**config.mk**
```make
export PLATFORM = sky130hd
export DESIGN_NAME = time_64bit
export DESIGN_NICKNAME = d
export VERILOG_FILES = /design/src/settings_pkg.sv /design/src/time_pkg.sv /design/src/setting_reg.sv /design/src/pps_capture.sv /design/src/time_counter.sv /design/src/time_sender.sv /design/src/time_receiver.sv /design/src/time_64bit.sv
export SDC_FILE = /design/constraint.sdc
export NUM_CORES = 1
export LEC_CHECK = 0
export ABC_AREA = 0
export BUFFER_PORTS_ARGS = -buffer_cell sky130_fd_sc_hd__buf_2
export CELL_PAD_IN_SITES_DETAIL_PLACEMENT = 1
export CELL_PAD_IN_SITES_GLOBAL_PLACEMENT = 2
export CORE_ASPECT_RATIO = 1.4
export CORE_MARGIN = 2
export CORE_UTILIZATION = 38
export CTS_CLUSTER_DIAMETER = 100
export DETAILED_ROUTE_END_ITERATION = 16
export GPL_TIMING_DRIVEN = 0
export PLACE_DENSITY_LB_ADDON = 0.1
export SLEW_MARGIN = 10
export SYNTH_ARGS = -nofsm -noshare
export SYNTH_HDL_FRONTEND = slang
export SYNTH_SLANG_ARGS = --single-unit
```
**constraint.sdc**
```tcl
create_clock -name clk -period 5.08 [get_ports clk]
set_input_delay 0.762 -clock clk [delete_from_list [all_inputs] [get_ports clk]]
set_output_delay 0.762 -clock clk [all_outputs]
set_load 0.01 [all_outputs]
```
**src/settings_pkg.sv**
```systemverilog
`default_nettype none

package settings_pkg;

   // ==============================
   // settings bus
   // ==============================

   localparam int set_addr_w = 8;
   localparam int set_data_w = 32;

   // register offsets from the block base.
   localparam int addr_next_secs  = 0;
   localparam int addr_next_ticks = 1;
   localparam int addr_pps_polsrc = 2; // bit 0 is polarity, bit 1 is source.
   localparam int addr_pps_imm    = 3;
   localparam int addr_tps        = 4;

   // register widths.
   localparam int time_reg_w = 32;
   localparam int polsrc_w   = 2;
   localparam int imm_w      = 1;

endpackage

`default_nettype wire

```
**src/time_pkg.sv**
```systemverilog
`default_nettype none

package time_pkg;

   // ==============================
   // time word
   // ==============================

   typedef struct packed {
      logic [31:0] seconds;
      logic [31:0] ticks;
   } vita_fields_t;

   // the link shifts the raw word, the counter works on the fields.
   typedef union packed {
      logic [63:0]  raw;
      vita_fields_t f;
   } vita_time_u;

   // ==============================
   // serial link
   // ==============================

   localparam int frame_bits = 65;   // one start bit and 64 data bits.
   localparam int link_latency = 66; // cycles from send_sync to sync_rcvd.

endpackage

`default_nettype wire

```
**src/setting_reg.sv**
```systemverilog
`default_nettype none

module setting_reg
#(
   parameter logic [31:0] my_addr = 32'd0,
   parameter int width = 32,
   parameter logic [width-1:0] at_reset = '0
)
(
   input  wire logic                                 clk,
   input  wire logic                                 rst,
   input  wire logic                                 strobe,
   input  wire logic [settings_pkg::set_addr_w-1:0] addr,
   input  wire logic [settings_pkg::set_data_w-1:0] data,
   output logic [width-1:0]                          value,
   output logic                                      changed
);

   logic hit;

   assign hit = strobe && (addr == my_addr[settings_pkg::set_addr_w-1:0]);

   always_ff @(posedge clk)
   begin
      if (rst)
      begin
         value   <= at_reset;
         changed <= 1'b0;
      end
      else
      begin
         changed <= hit; // high in the cycle after the write.
         if (hit)
         begin
            value <= data[width-1:0];
         end
      end
   end

endmodule

`default_nettype wire

```
**src/pps_capture.sv**
```systemverilog
`default_nettype none

module pps_capture
(
   input  wire logic clk,
   input  wire logic rst,
   input  wire logic pps,
   input  wire logic sync_rcvd,
   input  wire logic pps_polarity,
   input  wire logic pps_source,
   output logic      pps_edge
);

   logic       level;
   logic       pps_reg;
   logic [1:0] pps_hist;

   // polarity 1 means the pulse is active low.
   assign level = (pps_source ? sync_rcvd : pps) ^ pps_polarity;

   always_ff @(posedge clk)
   begin
      if (rst)
      begin
         pps_reg  <= 1'b0;
         pps_hist <= 2'b00;
      end
      else
      begin
         pps_reg  <= level; // the only stage facing the pin.
         pps_hist <= {pps_hist[0], pps_reg};
      end
   end

   assign pps_edge = pps_hist[0] & ~pps_hist[1];

   // ==============================
   // checks
   // ==============================

   a_edge_single : assert property (
      @(posedge clk) disable iff (rst)
      pps_edge |=> !pps_edge
   );

endmodule

`default_nettype wire

```
**src/time_counter.sv**
```systemverilog
`default_nettype none

module time_counter
(
   input  wire logic        clk,
   input  wire logic        rst,
   input  wire logic        arm,
   input  wire logic        set_imm,
   input  wire logic        pps_edge,
   input  wire logic [31:0] next_seconds,
   input  wire logic [31:0] next_ticks,
   input  wire logic [31:0] tps,
   output time_pkg::vita_time_u vita_time
);

   logic        armed;
   logic        load;
   logic [31:0] ticks_next;

   assign load       = armed & (set_imm | pps_edge);
   assign ticks_next = vita_time.f.ticks + 32'd1;

   // ==============================
   // arm flag
   // ==============================

   always_ff @(posedge clk)
   begin
      if (rst)
      begin
         armed <= 1'b0;
      end
      else if (arm)
      begin
         armed <= 1'b1; // a new preset waits for its trigger.
      end
      else if (load)
      begin
         armed <= 1'b0;
      end
   end

   // ==============================
   // seconds and ticks
   // ==============================

   always_ff @(posedge clk)
   begin
      if (rst)
      begin
         vita_time.raw <= 64'd0;
      end
      else if (load)
      begin
         vita_time.f.seconds <= next_seconds; // a load wins over rollover.
         vita_time.f.ticks   <= next_ticks;
      end
      else if (ticks_next == tps)
      begin
         vita_time.f.seconds <= vita_time.f.seconds + 32'd1;
         vita_time.f.ticks   <= 32'd0;
      end
      else
      begin
         vita_time.f.ticks <= ticks_next;
      end
   end

   // once in range the ticks stay in range until a load or a new tps.
   a_ticks_range : assert property (
      @(posedge clk) disable iff (rst)
      (!load && (vita_time.f.ticks < tps)) |=>
         (!$stable(tps) || (vita_time.f.ticks < tps))
   );

endmodule

`default_nettype wire

```
**src/time_sender.sv**
```systemverilog
`default_nettype none

module time_sender
#(
   parameter int unsigned sync_rate = 59999
)
(
   input  wire logic     clk,
   input  wire logic     rst,
   input  time_pkg::vita_time_u vita_time,
   output logic          exp_time_out
);

   localparam int cnt_w = $clog2(sync_rate + 1);
   localparam int bit_w = $clog2(time_pkg::frame_bits);

   logic [cnt_w-1:0] interval;
   logic             send_sync;
   logic [bit_w-1:0] bits_left;
   logic [63:0]      shreg;

   if (sync_rate <= time_pkg::link_latency)
   begin : g_rate_check
      $error("sync_rate must be larger than the link latency.");
   end

   assign send_sync = (interval == cnt_w'(sync_rate));

   always_ff @(posedge clk)
   begin
      if (rst)
      begin
         interval     <= '0;
         bits_left    <= '0;
         exp_time_out <= 1'b0;
      end
      else if (send_sync)
      begin
         interval     <= '0;
         bits_left    <= bit_w'(time_pkg::frame_bits - 1);
         exp_time_out <= 1'b1; // start bit.
      end
      else
      begin
         interval     <= interval + 1'b1;
         exp_time_out <= (bits_left != '0) ? shreg[0] : 1'b0;
         if (bits_left != '0)
         begin
            bits_left <= bits_left - 1'b1;
         end
      end
   end

   // the word is taken in the send_sync cycle and sent lsb first.
   always_ff @(posedge clk)
   begin
      if (send_sync)
      begin
         shreg <= vita_time.raw;
      end
      else if (bits_left != '0)
      begin
         shreg <= {1'b0, shreg[63:1]};
      end
   end

   a_no_overlap : assert property (
      @(posedge clk) disable iff (rst)
      send_sync |-> (bits_left == '0)
   );

endmodule

`default_nettype wire

```
**src/time_receiver.sv**
```systemverilog
`default_nettype none

module time_receiver
(
   input  wire logic     clk,
   input  wire logic     rst,
   input  wire logic     exp_time_in,
   output time_pkg::vita_time_u vita_time_rcvd,
   output logic          sync_rcvd
);

   localparam int data_bits = time_pkg::frame_bits - 1;
   localparam int bit_w = $clog2(time_pkg::frame_bits);

   logic [bit_w-1:0] bits_left;
   logic             busy;
   logic             last;
   logic [63:0]      shreg;
   logic [63:0]      word;

   assign busy = (bits_left != '0);
   assign last = (bits_left == bit_w'(1));
   assign word = {exp_time_in, shreg[63:1]}; // lsb arrives first.

   // ==============================
   // frame control
   // ==============================

   always_ff @(posedge clk)
   begin
      if (rst)
      begin
         bits_left <= '0;
         sync_rcvd <= 1'b0;
      end
      else
      begin
         sync_rcvd <= busy && last;
         if (!busy && exp_time_in)
         begin
            bits_left <= bit_w'(data_bits); // start bit seen.
         end
         else if (busy)
         begin
            bits_left <= bits_left - 1'b1;
         end
      end
   end

   // ==============================
   // data path
   // ==============================

   always_ff @(posedge clk)
   begin
      if (busy)
      begin
         shreg <= word;
      end
      if (busy && last)
      begin
         vita_time_rcvd.raw <= word; // updated together with sync_rcvd.
      end
   end

   a_rcvd_pulse : assert property (
      @(posedge clk) disable iff (rst)
      sync_rcvd |=> !sync_rcvd
   );

endmodule

`default_nettype wire

```
**src/time_64bit.sv**
```systemverilog
`default_nettype none

module time_64bit
#(
   parameter int unsigned ticks_per_sec = 100000000,
   parameter int unsigned base = 0,
   parameter int unsigned sync_rate = 59999
)
(
   input  wire logic                                 clk,
   input  wire logic                                 rst,
   input  wire logic                                 set_stb,
   input  wire logic [settings_pkg::set_addr_w-1:0] set_addr,
   input  wire logic [settings_pkg::set_data_w-1:0] set_data,
   input  wire logic                                 pps,
   input  wire logic                                 exp_time_in,
   output wire logic [63:0]                          vita_time,
   output wire logic                                 pps_int,
   output wire logic                                 exp_time_out,
   output wire logic [63:0]                          vita_time_rcvd,
   output wire logic                                 sync_rcvd
);

   wire logic [31:0] next_seconds;
   wire logic [31:0] next_ticks;
   wire logic [31:0] tps;
   wire logic        arm;
   wire logic        pps_polarity;
   wire logic        pps_source;
   wire logic        set_imm;
   wire logic        pps_edge;

   // ==============================
   // settings registers
   // ==============================

   setting_reg #(.my_addr(base + settings_pkg::addr_next_secs),
                 .width(settings_pkg::time_reg_w)) sr_next_secs
      (.clk(clk), .rst(rst), .strobe(set_stb), .addr(set_addr), .data(set_data),
       .value(next_seconds), .changed(arm)); // writing the seconds arms the load.

   setting_reg #(.my_addr(base + settings_pkg::addr_next_ticks),
                 .width(settings_pkg::time_reg_w)) sr_next_ticks
      (.clk(clk), .rst(rst), .strobe(set_stb), .addr(set_addr), .data(set_data),
       .value(next_ticks), .changed());

   setting_reg #(.my_addr(base + settings_pkg::addr_pps_polsrc),
                 .width(settings_pkg::polsrc_w)) sr_pps_polsrc
      (.clk(clk), .rst(rst), .strobe(set_stb), .addr(set_addr), .data(set_data),
       .value({pps_source, pps_polarity}), .changed());

   setting_reg #(.my_addr(base + settings_pkg::addr_pps_imm),
                 .width(settings_pkg::imm_w)) sr_pps_imm
      (.clk(clk), .rst(rst), .strobe(set_stb), .addr(set_addr), .data(set_data),
       .value(set_imm), .changed());

   setting_reg #(.my_addr(base + settings_pkg::addr_tps),
                 .width(settings_pkg::time_reg_w),
                 .at_reset(ticks_per_sec)) sr_tps
      (.clk(clk), .rst(rst), .strobe(set_stb), .addr(set_addr), .data(set_data),
       .value(tps), .changed());

   // ==============================
   // time keeping and link
   // ==============================

   pps_capture u_pps_capture
      (.clk(clk), .rst(rst), .pps(pps), .sync_rcvd(sync_rcvd),
       .pps_polarity(pps_polarity), .pps_source(pps_source), .pps_edge(pps_edge));

   time_counter u_time_counter
      (.clk(clk), .rst(rst), .arm(arm), .set_imm(set_imm), .pps_edge(pps_edge),
       .next_seconds(next_seconds), .next_ticks(next_ticks), .tps(tps),
       .vita_time(vita_time));

   time_sender #(.sync_rate(sync_rate)) u_time_sender
      (.clk(clk), .rst(rst), .vita_time(vita_time), .exp_time_out(exp_time_out));

   time_receiver u_time_receiver
      (.clk(clk), .rst(rst), .exp_time_in(exp_time_in),
       .vita_time_rcvd(vita_time_rcvd), .sync_rcvd(sync_rcvd));

   assign pps_int = pps_edge;

endmodule

`default_nettype wire

```
# After elaboration in Yosys (flattened, before gate mapping)
# Index checks and enable logic that the tools add are counted.
[op_classes]
addsub = 5
n_eq_ne = 7
n_mux = 14
bitwise = 5
n_reduce_logical = 17
[op_table]
columns = ["op", "count"]
rows = [
  ["$mux W64", 3],
  ["$add A32 B1 Y32 const B", 2],
  ["$mux W32", 2],
  ["$eq A32 B32 Y1", 1],
  ["$mux W7", 4],
  ["$add A16 B1 Y16 const B", 1],
  ["$eq A16 B16 Y1 const B", 1],
  ["$eq A8 B2 Y1 const B", 2],
  ["$reduce_bool A7 Y1", 2],
  ["$sub A7 B1 Y7 const B", 2],
  ["$eq A8 B1 Y1 const B", 1],
  ["$eq A8 B3 Y1 const B", 1],
  ["$logic_not A8 Y1", 1],
  ["$reduce_bool A2 Y1", 4],
  ["$eq A7 B1 Y1 const B", 1],
  ["$logic_and A1 B1 Y1", 7],
  ["$mux W1", 5],
  ["$reduce_or A2 Y1", 2],
  ["$and A1 B1 Y1", 2],
  ["$logic_not A1 Y1", 1],
  ["$not A1 Y1", 1],
  ["$or A1 B1 Y1", 1],
  ["$xor A1 B1 Y1", 1],
]
[totals]
regBits = 392
input_bits = 45
out_inout_bits = 131

# Longest topological paths before layout
[depth]
depth_word = 6
ltp_mapped = 13
mapped_depth_nobuf = 10

# By module
# From an unflattened synthesis, not the netlist that was laid out.
[unflattened]
hier_cells = 1535
hier_area_um2 = 18042.3
[by_module_without_submodules]
columns = ["mod", "instances", "cells_per_inst", "area_per_inst_um2", "seq_area_each_um2"]
rows = [
  ["time_counter", 1, 644, 5049.8, 1301.2],
  ["time_receiver", 1, 171, 4249.1, 3973.8],
  ["time_sender", 1, 258, 3932.5, 2402.3],
  ["setting_reg at sr_next_ticks", 1, 143, 1491.4, 660.6],
  ["setting_reg at sr_next_secs", 1, 143, 1488.9, 660.6],
  ["setting_reg at sr_tps", 1, 144, 1453.9, 660.6],
  ["setting_reg at sr_pps_polsrc", 1, 13, 155.1, 60.1],
  ["setting_reg at sr_pps_imm", 1, 9, 111.4, 40.0],
  ["pps_capture", 1, 10, 110.1, 60.1],
]

# Worst setup path before layout
# Ideal clock, no wire load.
[synth_timing]
kind = "register to register"
start = "register u_time_counter.vita_time[0] in the netlist's numbering"
end = "register u_time_counter.vita_time[54] in the netlist's numbering"
setup_ps = 74
arrival_ps = 3918
required_ps = 5006
setup_slack_ps = 1087
stages_incl_launch_ff = 13
synth_period_minus_slack_ps = 3993
cell_sequence = "dfxtp_1 > ha_1 > buf_2 > nand4_4 > nor3_1 > xnor3_1 > nand3_1 > or4b_2 > or4_1 > buf_2 > or2_1 > or4_1 > a31oi_1"
[synth_between]
elab_chain_cells = 3
[synth_lines]
columns = ["item", "line", "source"]
rows = [
  ["from (decl)", "time_counter.sv:13", "output time_pkg::vita_time_u vita_time"],
  ["$add A32 B1 Y32", "time_counter.sv:21", "assign ticks_next = vita_time.f.ticks + 32'd1;"],
  ["$eq A32 B32 Y1", "time_counter.sv:58", "else if (ticks_next == tps)"],
  ["$reduce_bool A2 Y1 (no line)", "n/a", ""],
]
# No other way between the ends.
# A chain may end at the register's enable or synchronous reset.

# Final worst setup path
[layout_timing]
start = "register u_time_counter.vita_time[11] in the netlist's numbering"
end = "register u_time_counter.vita_time[54] in the netlist's numbering"
# The elaborated chain is that of the path after synthesis.

==> run metrics <==
number of setup violations in the final report=0; post-DR vias/cell=5.30; clk buf depth=3; met1 Resource Use GR=0.277; Final TNS setup=0 ns; TritonRoute pass-1 iters=5; CTS Sinks=391; status=finished clean; Buf+Inv Stages, Crit Path=1; flops & latches, synth=391; io pins=176; core footprint=43200 µm²; worst-path maximum fanout=9; Filler Cells Inserted=4942; Worst path top cell family by delay=simple AND/OR/NAND/NOR gates; dpl ws=-1.13 ns; cell count after synthesis=1694; Starting Density=0.386; most used cell along the critical path=or4_1; Tot GR Track Use=0.246; slew at the pin closest to its max-slew limit=1.04 ns; DIE WIDTH=181 µm; Seq pwr share=0.537; pin count of the biggest net entering global routing=66; Clk pwr share=0.335; WP depth=10; total gr overflow=0; Crit Path Class=flip-flop to flip-flop; first-pass GRT wire length=84700 µm; Sw Ratio=0.265; Layout Skew=0.00828 ns; synth unique cells=71; met2 Use GR=0.468; Die ar.=45600 µm²; Post-synth ARST share=0; cts bufs inserted=40; Fin. Hold Viols=0; met3 Use GR=0.0292; top-count cell post-synth=nand2_1; Hold Path Stages=0; top post-synthesis cells by count=467 x nand2_1, 200 x dfxtp_1, 191 x edfxtp_1; arrival time worst endpoint=5.36 ns; Worst Setup Start Kind=flip-flop; antenna violations before repair=0; area fraction of the dominant cell type after synthesis=0.344; cell count of the worst reg-to-reg path=10; DRC violation count after routing=0; Largest stage delay, worst path=0.98 ns; worst hold path type=flip-flop to flip-flop; later-pin clock latency in the skew report=0.54 ns; Final Wtd Congestion=0.921; Synth area leader=edfxtp_1; post-route ant nets=0; vias=13300; clock root buffer=clkbuf_16; upper clock frequency limit=204 MHz; # hold bufs at CTS=0; vias in the first global route=13900; Seq/Total Area, Yosys=0.584; gr busiest metal=met2; HPWL Detailed=43900 µm; fin crit period=4.90 ns; Area contributors post-synth=edfxtp_1 34%, dfxtp_1 24%, nand2_1 11%, a21oi_1 3.5%, xnor2_1 3.3%; CTS H-tree depth=2; pwr dens=448 nW/µm²; clk slew on worst S/H paths=0.07 ns; CP Cell Sequence=nand4_1 -> nor4_2 -> nand2_1 -> xnor2_1 -> or4b_2 -> or4_1 -> buf_2 -> or2_1 -> or4_1 -> a31oi_1; row cnt=90; layout cells sized above 1=0.151; fin crit share=0.964; Regs by FF count=u_time_counter.vita_time x64, u_time_receiver.vita_time_rcvd x64, u_time_sender.shreg x64; Post-synth EDFFs=191; WL per Instance=22.5 µm; Post-Syn Nets=1745; CTS tree=built; Max-Cap Viols=0; RSZ-0062 raised after global routing=false; Post-Syn Area=16700 µm²; Post-synth top flop=dfxtp_1; P_int=6490 µW; slew margin rel.=0.303; nets=1971; Synth warnings=0; Ant. Diodes=0; fin worst setup slack=0.182 ns; Switching Power=2340 µW; Crit. End Element=flip-flop; Critical Path RT=5.54 ns; initial drt markers=607; fin. max-slew vios=0; Core Util, Final=0.456; area grow syn2layout=18.1%; Slowest-stage cell, CP=nor4_2; Post-Syn Area per Cell=9.85 µm²; combinational share of power=0.128; leak pwr=0.00729 µW; final WL=56300 µm; Port-buffer cells=175; worst vdd ir=0.260 mV; Die Span Y=252 µm
path summary, 6_finish.rpt:
check	start	endpoint	slack [ns]
worst max register to register	u_time_counter.vita_time[11]	u_time_counter.vita_time[54]	0.18
worst min-delay path	u_time_receiver.shreg[1]	u_time_receiver.vita_time_rcvd[0]	0.42
worst max-delay path	u_time_counter.vita_time[11]	u_time_counter.vita_time[54]	0.18
worst min register to register	u_time_receiver.shreg[1]	u_time_receiver.vita_time_rcvd[0]	0.42
metal layers:
| layer | wire length, µm | vias up |
|---|---|---|
| met5 | 0 | - |
| met4 | 2410 | 0 |
| met3 | 1590 | 93 |
| met2 | 30100 | 257 |
| met1 | 22300 | 6510 |
| li1 | - | 6409 |
final cells by class:
cell class	instances	area (µm²)	area share
Buffer	102	428	0.0217
Clock inverter	19	184	0.00934
Inverter	16	60.1	0.00305
Multi-Input combinational cell	1185	6500	0.330
Timing Repair Buffer	184	968	0.0492
Clock buffer	55	1130	0.0573
Sequential cell	391	9740	0.494
Tap cell	552	691	0.0351
power by group through the flow:
stage | clock [µW] | sequential (µW) | combinational (µW)
after global routing | 3160 | 4840 | 1280
after floorplan | 0 | 4760 | 655
after detailed placement | 0 | 4810 | 1160
final | 2960 | 4740 | 1130
after CTS | 3050 | 4760 | 1160
after global placement | 0 | 4840 | 1040
per-stage QoR:
step	instance area, µm²	hold WS [ns]	total power (µW)	cells
2_1_floorplan	16700	0.400	5420	1694
3_3_place_gp	18200	0.406	5880	2421
3_5_place_dp	18300	0.406	5970	2424
4_1_cts	19700	0.416	8970	2503
5_1_grt	19700	0.424	9280	2504
6_report	19700	0.422	8830	2504
worst reg2reg max path, cell delays in order (launching register included):
cell and delay (ns):
dfxtp_1 0.49, nand4_1 0.42, nor4_2 0.98, nand2_1 0.25, xnor2_1 0.43, or4b_2 0.61
or4_1 0.48, buf_2 0.21, or2_1 0.27, or4_1 0.52, a31oi_1 0.18
cells by family after synthesis:
family / Yosys count / synth area share
mux: 18 / 0.0110
simple gates: 824 / 0.234
compound gates: 245 / 0.0848
flops: 391 / 0.584
fa+ha+maj: 6 / 0.00450
xor+xnor: 92 / 0.0533
buf+inv: 118 / 0.0290
cells in the final DEF (no fill, tap or decap), drive strengths merged, types with 10 or more instances in the layout:
cell    Yosys  layout
nand3      53      53
nor4       45      45
and2       12      12
and4       12      12
or4        10      10
nand2     467     467
nand4      30      30
and3       33      33
dfxtp     200     200
inv        16      19
edfxtp    191     191
clkinv      0      11
buf        23     207
clkbuf     79     134
o21ai      72      72
nand2b     24      24
mux2i      16      16
or3        13      13
nor2b      10      10
nor2       65      65
nor3       30      30
xor2       23      23
xnor2      63      63
a21oi     115     115
repair_timing:
action                     4_1_cts  5_1_grt
pin swaps                        2        1
buffers inserted                 5        1
resized for setup                4        0
setup endpoints to repair       43       13
hold endpoints to repair         0        0
(Power assumes the default switching activity.)
